**src/design/board_pkg.sv**
```systemverilog
package board_pkg;

  // bus widths
  localparam int unsigned ADDR_W = 32;            // request address width
  localparam int unsigned DATA_W = 32;            // register data width
  localparam int unsigned STRB_W = DATA_W / 8;    // one strobe per byte lane
  localparam int unsigned RESP_W = 2;             // axi-lite style response code

  // address map
  localparam int unsigned TARGET_SEL_BIT = 16;    // 0 = scratch bank, 1 = clock control

  // byte offsets inside the clock-control window, only bits below TARGET_SEL_BIT decode
  localparam logic [TARGET_SEL_BIT-1:0] CTRL_OFFSET   = 'h0;  // pll reset / user reset
  localparam logic [TARGET_SEL_BIT-1:0] STATUS_OFFSET = 'h4;  // synchronized lock, read only

  // response codes
  localparam logic [RESP_W-1:0] RESP_OKAY   = 2'd0;
  localparam logic [RESP_W-1:0] RESP_SLVERR = 2'd2;

  // bundled aw/w/ar request, one beat per transfer
  typedef struct packed {
    logic              write;   // 1 = write, 0 = read
    logic [ADDR_W-1:0] addr;    // byte address
    logic [DATA_W-1:0] wdata;   // write data, don't care on reads
    logic [STRB_W-1:0] wstrb;   // byte enables, don't care on reads
  } axil_req_t;                 // 69 bits

  // bundled b/r response
  typedef struct packed {
    logic [DATA_W-1:0] rdata;   // read data, zero for writes
    logic [RESP_W-1:0] resp;    // RESP_OKAY or RESP_SLVERR
  } axil_rsp_t;                 // 34 bits

endpackage

```
**src/design/axil_router.sv**
```systemverilog
module axil_router (
  input  logic                 clk_wiz_refclk,
  input  logic                 rst_n,
  // from in_slice
  input  board_pkg::axil_req_t req,
  input  logic                 req_valid,
  output logic                 req_ready,
  // to out_slice
  output board_pkg::axil_rsp_t rsp,
  output logic                 rsp_valid,
  input  logic                 rsp_ready,
  // shared target request, one strobe per target
  output board_pkg::axil_req_t tgt_req,
  output logic                 scratch_req_valid,
  output logic                 clk_req_valid,
  // target responses, one cycle after the strobe
  input  board_pkg::axil_rsp_t scratch_rsp,
  input  logic                 scratch_rsp_valid,
  input  board_pkg::axil_rsp_t clk_rsp,
  input  logic                 clk_rsp_valid
);

  typedef enum logic [1:0] {
    S_IDLE,                                     // free, may pop a request
    S_WAIT,                                     // strobe sent, waiting on the target
    S_PUSH                                      // response held toward out_slice
  } state_t;

  state_t               state_q;
  board_pkg::axil_req_t req_q;                  // request in flight
  board_pkg::axil_rsp_t rsp_q;                  // captured target response
  logic                 scratch_req_valid_q;
  logic                 clk_req_valid_q;
  logic                 req_fire;
  logic                 sel_clk;                // decode of the incoming request
  logic                 held_clk;               // decode of the request in flight
  logic                 tgt_rsp_valid;
  board_pkg::axil_rsp_t tgt_rsp;

  // only one request outstanding, so idle is the only state that pops
  assign req_ready = (state_q == S_IDLE);
  assign req_fire  = req_valid & req_ready;
  assign sel_clk   = req.addr[board_pkg::TARGET_SEL_BIT];
  assign held_clk  = req_q.addr[board_pkg::TARGET_SEL_BIT];

  // listen only to the target that was addressed
  assign tgt_rsp_valid = held_clk ? clk_rsp_valid : scratch_rsp_valid;
  assign tgt_rsp       = held_clk ? clk_rsp : scratch_rsp;

  assign tgt_req           = req_q;
  assign scratch_req_valid = scratch_req_valid_q;
  assign clk_req_valid     = clk_req_valid_q;
  assign rsp               = rsp_q;
  assign rsp_valid         = (state_q == S_PUSH);

  always_ff @(posedge clk_wiz_refclk) begin
    if (!rst_n) begin
      state_q             <= S_IDLE;
      scratch_req_valid_q <= 1'b0;
      clk_req_valid_q     <= 1'b0;
    end else begin
      scratch_req_valid_q <= req_fire & ~sel_clk;    // one-cycle strobe on the pop edge
      clk_req_valid_q     <= req_fire & sel_clk;
      case (state_q)
        S_IDLE: begin
          if (req_fire) begin
            state_q <= S_WAIT;
          end
        end
        S_WAIT: begin
          if (tgt_rsp_valid) begin
            state_q <= S_PUSH;
          end
        end
        S_PUSH: begin
          if (rsp_ready) begin
            state_q <= S_IDLE;                  // next pop no earlier than next cycle
          end
        end
        default: begin
          state_q <= S_IDLE;
        end
      endcase
    end
  end

  always_ff @(posedge clk_wiz_refclk) begin
    if (req_fire) begin
      req_q <= req;
    end
    if ((state_q == S_WAIT) && tgt_rsp_valid) begin
      rsp_q <= tgt_rsp;                         // held until out_slice takes it
    end
  end

endmodule

```
**src/design/axil_slice.sv**
```systemverilog
module axil_slice #(
  parameter type payload_t = logic              // request or response struct
) (
  input  logic     clk_wiz_refclk,
  input  logic     rst_n,
  input  payload_t in_data,
  input  logic     in_valid,
  output logic     in_ready,
  output payload_t out_data,
  output logic     out_valid,
  input  logic     out_ready
);

  payload_t out_q;                              // entry driving the output
  payload_t skid_q;                             // overflow entry while output stalls
  logic     out_valid_q;
  logic     skid_valid_q;
  logic     in_fire;
  logic     out_free;                           // output entry empty or leaving this edge

  // ready only depends on a flop, so no comb path from out_ready back to in_ready
  assign in_ready  = ~skid_valid_q;
  assign in_fire   = in_valid & in_ready;
  assign out_free  = ~out_valid_q | out_ready;
  assign out_data  = out_q;
  assign out_valid = out_valid_q;

  always_ff @(posedge clk_wiz_refclk) begin
    if (!rst_n) begin
      out_valid_q  <= 1'b0;
      skid_valid_q <= 1'b0;
    end else if (out_free) begin
      out_valid_q  <= skid_valid_q | in_fire;   // skid drains first, else take input
      skid_valid_q <= 1'b0;
    end else if (in_fire) begin
      skid_valid_q <= 1'b1;                     // output stuck, park the new beat
    end
  end

  always_ff @(posedge clk_wiz_refclk) begin
    if (out_free && (skid_valid_q || in_fire)) begin
      out_q <= skid_valid_q ? skid_q : in_data; // in_fire is low while skid is full
    end
    if (!out_free && in_fire) begin
      skid_q <= in_data;
    end
  end

endmodule

```
**src/design/board_ctrl_top.sv**
```systemverilog
module board_ctrl_top #(
  parameter int REG_COUNT   = 8,                // scratch words
  parameter int SYNC_STAGES = 4                 // lock synchronizer depth
) (
  input  logic                 clk_wiz_refclk,
  input  logic                 rst_n,
  input  board_pkg::axil_req_t host_req,
  input  logic                 host_req_valid,
  output logic                 host_req_ready,
  output board_pkg::axil_rsp_t host_rsp,
  output logic                 host_rsp_valid,
  input  logic                 host_rsp_ready,
  input  logic                 clk_wiz_locked,
  output logic                 clk_wiz_reset,
  output logic                 fpga_top_resetn
);

  board_pkg::axil_req_t rtr_req;                // in_slice -> router
  logic                 rtr_req_valid;
  logic                 rtr_req_ready;
  board_pkg::axil_rsp_t rtr_rsp;                // router -> out_slice
  logic                 rtr_rsp_valid;
  logic                 rtr_rsp_ready;
  board_pkg::axil_req_t tgt_req;                // shared by both targets
  logic                 scratch_req_valid;
  logic                 clk_req_valid;
  board_pkg::axil_rsp_t scratch_rsp;
  logic                 scratch_rsp_valid;
  board_pkg::axil_rsp_t clk_rsp;
  logic                 clk_rsp_valid;

  axil_slice #(
    .payload_t (board_pkg::axil_req_t)
  ) in_slice (
    .clk_wiz_refclk,
    .rst_n,
    .in_data   (host_req),
    .in_valid  (host_req_valid),
    .in_ready  (host_req_ready),
    .out_data  (rtr_req),
    .out_valid (rtr_req_valid),
    .out_ready (rtr_req_ready)
  );

  axil_router u_router (
    .clk_wiz_refclk,
    .rst_n,
    .req               (rtr_req),
    .req_valid         (rtr_req_valid),
    .req_ready         (rtr_req_ready),
    .rsp               (rtr_rsp),
    .rsp_valid         (rtr_rsp_valid),
    .rsp_ready         (rtr_rsp_ready),
    .tgt_req,
    .scratch_req_valid,
    .clk_req_valid,
    .scratch_rsp,
    .scratch_rsp_valid,
    .clk_rsp,
    .clk_rsp_valid
  );

  axil_slice #(
    .payload_t (board_pkg::axil_rsp_t)
  ) out_slice (
    .clk_wiz_refclk,
    .rst_n,
    .in_data   (rtr_rsp),
    .in_valid  (rtr_rsp_valid),
    .in_ready  (rtr_rsp_ready),
    .out_data  (host_rsp),
    .out_valid (host_rsp_valid),
    .out_ready (host_rsp_ready)
  );

  scratch_regs #(
    .REG_COUNT (REG_COUNT)
  ) u_scratch (
    .clk_wiz_refclk,
    .rst_n,
    .req       (tgt_req),
    .req_valid (scratch_req_valid),
    .rsp       (scratch_rsp),
    .rsp_valid (scratch_rsp_valid)
  );

  clkwiz_ctrl_regs #(
    .SYNC_STAGES (SYNC_STAGES)
  ) u_clkwiz (
    .clk_wiz_refclk,
    .rst_n,
    .req             (tgt_req),
    .req_valid       (clk_req_valid),
    .rsp             (clk_rsp),
    .rsp_valid       (clk_rsp_valid),
    .clk_wiz_locked,
    .clk_wiz_reset,
    .fpga_top_resetn
  );

endmodule

```
**src/design/clkwiz_ctrl_regs.sv**
```systemverilog
module clkwiz_ctrl_regs #(
  parameter int SYNC_STAGES = 4                 // lock synchronizer depth, 2 or more
) (
  input  logic                 clk_wiz_refclk,
  input  logic                 rst_n,
  input  board_pkg::axil_req_t req,
  input  logic                 req_valid,
  output board_pkg::axil_rsp_t rsp,
  output logic                 rsp_valid,
  input  logic                 clk_wiz_locked,  // async level from the pll
  output logic                 clk_wiz_reset,
  output logic                 fpga_top_resetn
);

  localparam int OFF_W = board_pkg::TARGET_SEL_BIT;

  logic [SYNC_STAGES-1:0] lock_sync_q;          // stage 0 samples the async input
  logic                   lock_status;
  logic [1:0]             ctrl_q;               // bit 0 pll reset, bit 1 user resetn
  logic [OFF_W-1:0]       offset;
  logic                   hit_ctrl;
  logic                   hit_status;
  logic                   rsp_valid_q;
  board_pkg::axil_rsp_t   rsp_d;
  board_pkg::axil_rsp_t   rsp_q;

  assign offset      = req.addr[OFF_W-1:0];
  assign hit_ctrl    = (offset == board_pkg::CTRL_OFFSET);
  assign hit_status  = (offset == board_pkg::STATUS_OFFSET);
  assign lock_status = lock_sync_q[SYNC_STAGES-1];

  assign clk_wiz_reset   = ctrl_q[0];
  assign fpga_top_resetn = ctrl_q[1];           // user logic held in reset until set
  assign rsp             = rsp_q;
  assign rsp_valid       = rsp_valid_q;

  always_ff @(posedge clk_wiz_refclk) begin
    if (!rst_n) begin
      lock_sync_q <= '0;
      ctrl_q      <= 2'b00;
      rsp_valid_q <= 1'b0;
    end else begin
      lock_sync_q <= {lock_sync_q[SYNC_STAGES-2:0], clk_wiz_locked};
      rsp_valid_q <= req_valid;
      if (req_valid && req.write && hit_ctrl) begin
        ctrl_q <= req.wdata[1:0];               // strobes ignored here
      end
    end
  end

  // decode, bad offsets and status writes give slverr with zero data
  always_comb begin
    rsp_d       = '0;
    rsp_d.resp  = board_pkg::RESP_SLVERR;
    if (hit_ctrl) begin
      rsp_d.resp = board_pkg::RESP_OKAY;
      if (!req.write) begin
        rsp_d.rdata = {{(board_pkg::DATA_W-2){1'b0}}, ctrl_q};
      end
    end else if (hit_status && !req.write) begin
      rsp_d.resp  = board_pkg::RESP_OKAY;
      rsp_d.rdata = {{(board_pkg::DATA_W-1){1'b0}}, lock_status};
    end
  end

  always_ff @(posedge clk_wiz_refclk) begin
    if (req_valid) begin
      rsp_q <= rsp_d;
    end
  end

endmodule

```
**src/design/scratch_regs.sv**
```systemverilog
module scratch_regs #(
  parameter int REG_COUNT = 8                   // words, power of two
) (
  input  logic                 clk_wiz_refclk,
  input  logic                 rst_n,
  input  board_pkg::axil_req_t req,
  input  logic                 req_valid,
  output board_pkg::axil_rsp_t rsp,
  output logic                 rsp_valid
);

  localparam int OFF_W = $clog2(board_pkg::STRB_W);   // byte offset bits
  localparam int IDX_W = $clog2(REG_COUNT);

  logic [board_pkg::DATA_W-1:0] regs_q [REG_COUNT];
  logic [IDX_W-1:0]             idx;
  logic                         rsp_valid_q;
  board_pkg::axil_rsp_t         rsp_q;

  // bits above the word index are ignored, so the bank aliases
  assign idx       = req.addr[OFF_W +: IDX_W];
  assign rsp       = rsp_q;
  assign rsp_valid = rsp_valid_q;

  always_ff @(posedge clk_wiz_refclk) begin
    if (!rst_n) begin
      for (int i = 0; i < REG_COUNT; i++) begin
        regs_q[i] <= '0;
      end
    end else if (req_valid && req.write) begin
      for (int b = 0; b < board_pkg::STRB_W; b++) begin
        if (req.wstrb[b]) begin
          regs_q[idx][8*b +: 8] <= req.wdata[8*b +: 8];   // byte merge
        end
      end
    end
  end

  always_ff @(posedge clk_wiz_refclk) begin
    if (!rst_n) begin
      rsp_valid_q <= 1'b0;
    end else begin
      rsp_valid_q <= req_valid;                 // fixed one-cycle answer
    end
  end

  always_ff @(posedge clk_wiz_refclk) begin
    if (req_valid) begin
      rsp_q.rdata <= req.write ? '0 : regs_q[idx];
      rsp_q.resp  <= board_pkg::RESP_OKAY;
    end
  end

endmodule

```
**config.mk**
```make
export PLATFORM = sky130hd
export DESIGN_NAME = board_ctrl_top
export DESIGN_NICKNAME = d
export VERILOG_FILES = /design/src/design/board_pkg.sv /design/src/design/axil_router.sv /design/src/design/axil_slice.sv /design/src/design/board_ctrl_top.sv /design/src/design/clkwiz_ctrl_regs.sv /design/src/design/scratch_regs.sv
export SDC_FILE = /design/constraint.sdc
export NUM_CORES = 1
export LEC_CHECK = 0
export BUFFER_PORTS_ARGS = -buffer_cell sky130_fd_sc_hd__buf_2
export CAP_MARGIN = 20
export CORE_MARGIN = 2
export CORE_UTILIZATION = 53
export CTS_BUF_LIST = sky130_fd_sc_hd__clkbuf_4 sky130_fd_sc_hd__clkbuf_8 sky130_fd_sc_hd__clkbuf_16
export DETAILED_ROUTE_END_ITERATION = 12
export PLACE_DENSITY = 0.78
export SYNTH_ARGS = -nofsm -noshare
export SYNTH_HDL_FRONTEND = slang
export SYNTH_SLANG_ARGS = --single-unit
```
**constraint.sdc**
```tcl
create_clock -name clk_wiz_refclk -period 4.85 [get_ports clk_wiz_refclk]
set_clock_uncertainty 0.1 [all_clocks]
set_input_delay 0.2425 -clock clk_wiz_refclk [delete_from_list [all_inputs] [get_ports clk_wiz_refclk]]
set_output_delay 0.2425 -clock clk_wiz_refclk [all_outputs]
set_load 0.01 [all_outputs]
```
==> flow_summary.toml, run 1 <==
[grt]
grtUsageTotal = 0.192
busiest_layer = "met2"
first_global_vias = 11300
grt_antenna_before_repair = 0
grt_max_degree = 57
met2_usage = 0.313
grt_overflow = 0
gr-usage-met1 = 0.268
grt_first_pass_wirelength_mm = 64.7
use_met3 = 0.0345

[layout]
fill_cells = 2867
ff_latch_area_um2 = 16900
drive_gt1_frac = 0.262
multi_input_area_um2 = 5580
nNetsFinal = 1530
finish.utilization = 0.628
synthToLayoutAreaGrowth_pct = 16.3
diodes = 0

[logic_synthesis]
syn_nets = 1325
yosys.area.top_type = "edfxtp_1"
syn_avg_cell_area_um2 = 18.2
yosysMostFrequentCell = "edfxtp_1"
synthFlopType = "edfxtp_1"
netlist.area_leader.share = 0.729
ys_seq_area_frac = 0.743
ys_types = 36
synth_edf_count = 552
synth_warnings = 0
synthCells = 1251
synth_seq_cells = 568
async_reset_ff_frac = 0
synthesis.area_um2 = 22700
synthTopCellsByCount = "edfxtp_1 (552), and2_1 (263), mux2_2 (89), nor2_1 (57), mux4_2 (43)"
synth.area.top_cells = "edfxtp_1 (73%), and2_1 (7.2%), mux2_2 (4.4%)"

[route]
ant_nets = 0
drtPass1Iterations = 5
wl_per_cell_um = 20.6
viasPerCell = 5.46
drc = 0
drt_iter0_drc = 969
num_vias = 11100
totalWireLength_mm = 42.0

[critical_path]
critPathKind = "reg2reg"
cp-end-kind = "register"
crit_fanout = 26
start_kind = "register"
worstPathArrival_ps = 3240
worstPathRequired_ps = 4960

[floorplanning]
row_count = 75
start_util = 0.540
pin_count = 112
fp.dieH_um = 211
core-area_um2 = 42100
dieArea_um2 = 44600
die-width_um = 211

[placed_design]
gp_congestion = 0.817
io_buffers = 95
place_hpwl_mm = 25.5

[status]
status = "complete, no violations"

[timing]
slew_headroom = 0.276
fmax_mhz = 319
hold_viol_final = 0
maxSlewViolCount = 0
setup_tns_ps = 0
setup_viol = 0
rsz0062_at_grt = "no"
worst_pin_slew_ps = 1070
period_needed_ps = 3130
period_share = 0.646

[pwr]
peakVddDrop_v = 0.000360
power_switching_share = 0.199
p_leak_nw = 9.40
p_sw_mw = 2.08
power.clock.fraction = 0.425
internal_power_mw = 8.37
power_density_nw_per_um2 = 395
p_comb_frac = 0.039
pwr-share-seq = 0.536

[cts]
cts_tree = "done"
cts-root-buf = "clkbuf_16"
cts_buffer_depth = 3
cts_buffers = 56
postCtsSetupRepairBufs = 0
h-tree-depth = 2
clk_pin_slew_ps = 60
clk_latency_ps = 590
ctsResizeCount = 0
cts.sinks = 568
cts_hold_buf = 57

[flow_run]
maxCapViolCount = 0

[worst_hold_path]
min_path_type = "in2reg"
==> layer usage <==
layer	vias up	wire, µm	share of wire
met1	5526	17400	0.42
met3	59	3130	0.075
met2	400	20600	0.49
met4	0	864	0.021
li1	5158	-	-
met5	-	0	0
==> cell type report <==
type	count	area share
Multi-Input combinational cell	631	0.211
Timing Repair Buffer	198	0.0519
Sequential cell	568	0.639
Clock buffer	65	0.0571
Tap cell	539	0.0255
Inverter	1	0.000142
Clock inverter	39	0.0154
==> stage by stage <==
| step | worst slack (ps) | hold slack, ps | cell area, µm² | cells | power (mW) |
|---|---|---|---|---|---|
| finish | 1720 | 165 | 26400 | 2041 | 10.4 |
| global route | 1550 | 177 | 26400 | 2041 | 10.7 |
| CTS | 1680 | 128 | 26400 | 2033 | 10.5 |
| detailed placement | 1690 | 305 | 23900 | 1872 | 6.07 |
| global placement | 1620 | 302 | 23900 | 1867 | 6.05 |
| floorplan | 1110 | 241 | 22700 | 1251 | 5.92 |
==> worst max-delay path, stage by stage (launching register included) <==
cell      delay [ps]
edfxtp_1        1060
nand3b_1         630
o21ai_0          970
==> registers in the layout, indices dropped and copies added, names as in the netlist, 3 cells and up <==
name                  count
u_clkwiz.rsp              3
out_slice.skid_q         33
in_slice.out_data        54
u_router.rsp             33
u_scratch.regs_q        256
u_router.tgt_req         54
u_clkwiz.lock_sync_q      4
u_scratch.rsp            32
in_slice.skid_q          54
out_slice.out_data       33
==> cells in the final DEF, fill, tap and decap left out, types with 36 or more instances in the layout <==
cell type and instances:
mux2i_1 37, dlygate4sd3_1 57, buf_4 36, clkbuf_16 58
nor2_1 57, edfxtp_1 552, buf_2 103, mux4_2 43
and2_1 263, mux2_2 89
==> kinds of logic after synthesis <==
family,Yosys count,synth area share
DFF,568,0.743
and+or+nand+nor,402,0.107
muxes,190,0.127
buffers and inverters,52,0.0133
AOI/OAI and AO/OA,38,0.00891
other,1,0.000165
==> worst paths after layout <==
check / startpoint / end / slack [ps] / cells past startpoint
setup / recovery: u_router.tgt_req[39] / u_scratch.regs_q[6][17] / 1720 / 2
hold / removal: rst_n / u_router.scratch_req_valid / 170 / 4
setup reg to reg: u_router.tgt_req[39] / u_scratch.regs_q[6][17] / 1720 / 2
hold reg to reg: in_slice.out_data[42] / u_router.tgt_req[42] / 320 / 0
==> power groups by stage <==
stage               registers (mW)  logic, mW  clock network (mW)
global route                  5.61      0.440                4.69
global placement              5.70      0.357                   0
finish                        5.60      0.409                4.43
detailed placement            5.71      0.369                   0
CTS                           5.60      0.407                4.51
floorplan                     5.67      0.247                   0
No activity file was read; power rests on OpenSTA's default activity.
==> run 2: changes to the inputs <==
==> constraint.sdc (replaced) <==
create_clock -name clk_wiz_refclk -period 2.63 [get_ports clk_wiz_refclk]
set_clock_uncertainty 0.1 [all_clocks]
set_input_delay 0.1315 -clock clk_wiz_refclk [delete_from_list [all_inputs] [get_ports clk_wiz_refclk]]
set_output_delay 0.1315 -clock clk_wiz_refclk [all_outputs]
set_load 0.01 [all_outputs]
==> flow_summary.toml, run 2 (synthesis gave the netlist of run 1 again) <==
[cts]
postCtsSetupRepairBufs = 0
h-tree-depth = 2
cts_buffer_depth = 3
ctsResizeCount = 0
clk_pin_slew_ps = 60
cts.sinks = 568
cts-root-buf = "clkbuf_16"
clk_latency_ps = 590
cts_tree = "done"
cts_buffers = 55

[floorplanning]
pin_count = 112
die-width_um = 211
fp.dieH_um = 211
start_util = 0.540
dieArea_um2 = 44600
row_count = 75
core-area_um2 = 42100

[grt]
first_global_vias = 11700
grt_first_pass_wirelength_mm = 64.0
grt_max_degree = 57
grt_antenna_before_repair = 0
grtUsageTotal = 0.189
grt_overflow = 0

[pwr]
p_leak_nw = 9.47
power.clock.fraction = 0.412
internal_power_mw = 15.2
p_comb_frac = 0.041
power_density_nw_per_um2 = 711
peakVddDrop_v = 0.000504
pwr-share-seq = 0.547
power_switching_share = 0.195
p_sw_mw = 3.68

[placed_design]
placed_area_um2 = 24200
gp_congestion = 0.790
place_hpwl_mm = 25.8
dp_cells = 1893
io_buffers = 95

[route]
ant_nets = 0
drc = 0
num_vias = 11200
totalWireLength_mm = 40.9
viasPerCell = 5.45
drt_iter0_drc = 732
drtPass1Iterations = 4
wl_per_cell_um = 20.0

[timing]
fmax_mhz = 452
maxSlewViolCount = 0
worst_pin_slew_ps = 741
hold_slack_ps = 161
setup_viol = 0
setup_tns_ps = 0
hold_viol_final = 0
period_share = 0.841
period_needed_ps = 2210
rsz0062_at_grt = "no"
slew_headroom = 0.506

[critical_path]
worstPathArrival_ps = 2440
crit_chain = "buf_4 -> mux4_2 -> mux2i_1 -> nor2_1"
start_kind = "register"
cp_top_family = "multiplexers"
critPathMaxStageDelay_ps = 560
path_buf_inv = 1
worstPathRequired_ps = 2850
critPathKind = "reg2reg"
cp-end-kind = "register"
crit_fanout = 42
worst_path_max_delay_cell = "buf_4"

[layout]
synthToLayoutAreaGrowth_pct = 16.7
diodes = 0
largest_reg_flops = 256
finish.utilization = 0.630
top_register = "u_scratch.regs_q"
final_cells = 2049
drive_gt1_frac = 0.266
final_cell_mix = "edfxtp_1 (552), and2_1 (263), buf_2 (95)"
final_cell_area_um2 = 26500
layout_commonest_cell = "edfxtp_1"
nNetsFinal = 1543

[flow_run]
maxCapViolCount = 0

[status]
status = "complete, no violations"

[worst_hold_path]
min_path_type = "in2reg"
## run 2: cell count changes in the layout (fill, tap and decap cells not counted), moves of 4 or more
cell / delta
clkinvlp_4: -7
buf_2: -8
buf_4: +16
clkinv_2: -4
buf_12: +7
clkbuf_4: +10
## run 2: cell type report
class                      count  area, µm²
tap                          539        674
clock buffer                  75       1560
clock inverter                23        226
timing repair buffer         212       1590
inverter                       1       3.75
sequential                   568      16900
multi-input combinational    631       5590
fill                        2798      15600
## run 2: what timing repair did
item	4_1_cts	5_1_grt
hold endpoints to repair	114	0
setup endpoints to repair	0	0
hold buffers	58	0
## run 2: final timing paths
path                                       startpoint                   end  slack (ps)  depth (start not counted)
worst max register to register   u_router.tgt_req[39]     u_scratch.rsp[10]         420                          4
worst min-delay path                     host_req[17]   in_slice.skid_q[17]         160                          2
worst min register to register  in_slice.out_data[33]  u_router.tgt_req[33]         320                          0
worst max-delay path             u_router.tgt_req[39]     u_scratch.rsp[10]         420                          4
## run 2: layer usage
layer | global-route usage | wire length, µm | up-vias
li1 | - | - | 5179
met1 | 0.243 | 16700 | 5581
met2 | 0.324 | 20700 | 321
met3 | 0.0382 | 2390 | 89
met4 | 0.0610 | 1140 | 0
met5 | 0 | 0 | -
## run 2: per-stage QoR
step                      power [mW]  setup WS [ps]
after detailed placement        11.2            421
final                           18.9            418
after global routing            19.4            311
after CTS                       19.0            410
after floorplan                 10.9           -717
after global placement          11.2            463
## run 2: power by group through the flow
stage          clock [mW]  combinational [mW]  sequential, mW
2_1_floorplan           0               0.456            10.5
3_3_place_gp            0               0.687            10.5
3_5_place_dp            0               0.706            10.5
4_1_cts              7.89               0.776            10.3
5_1_grt              8.22               0.834            10.3
6_report             7.77               0.774            10.3
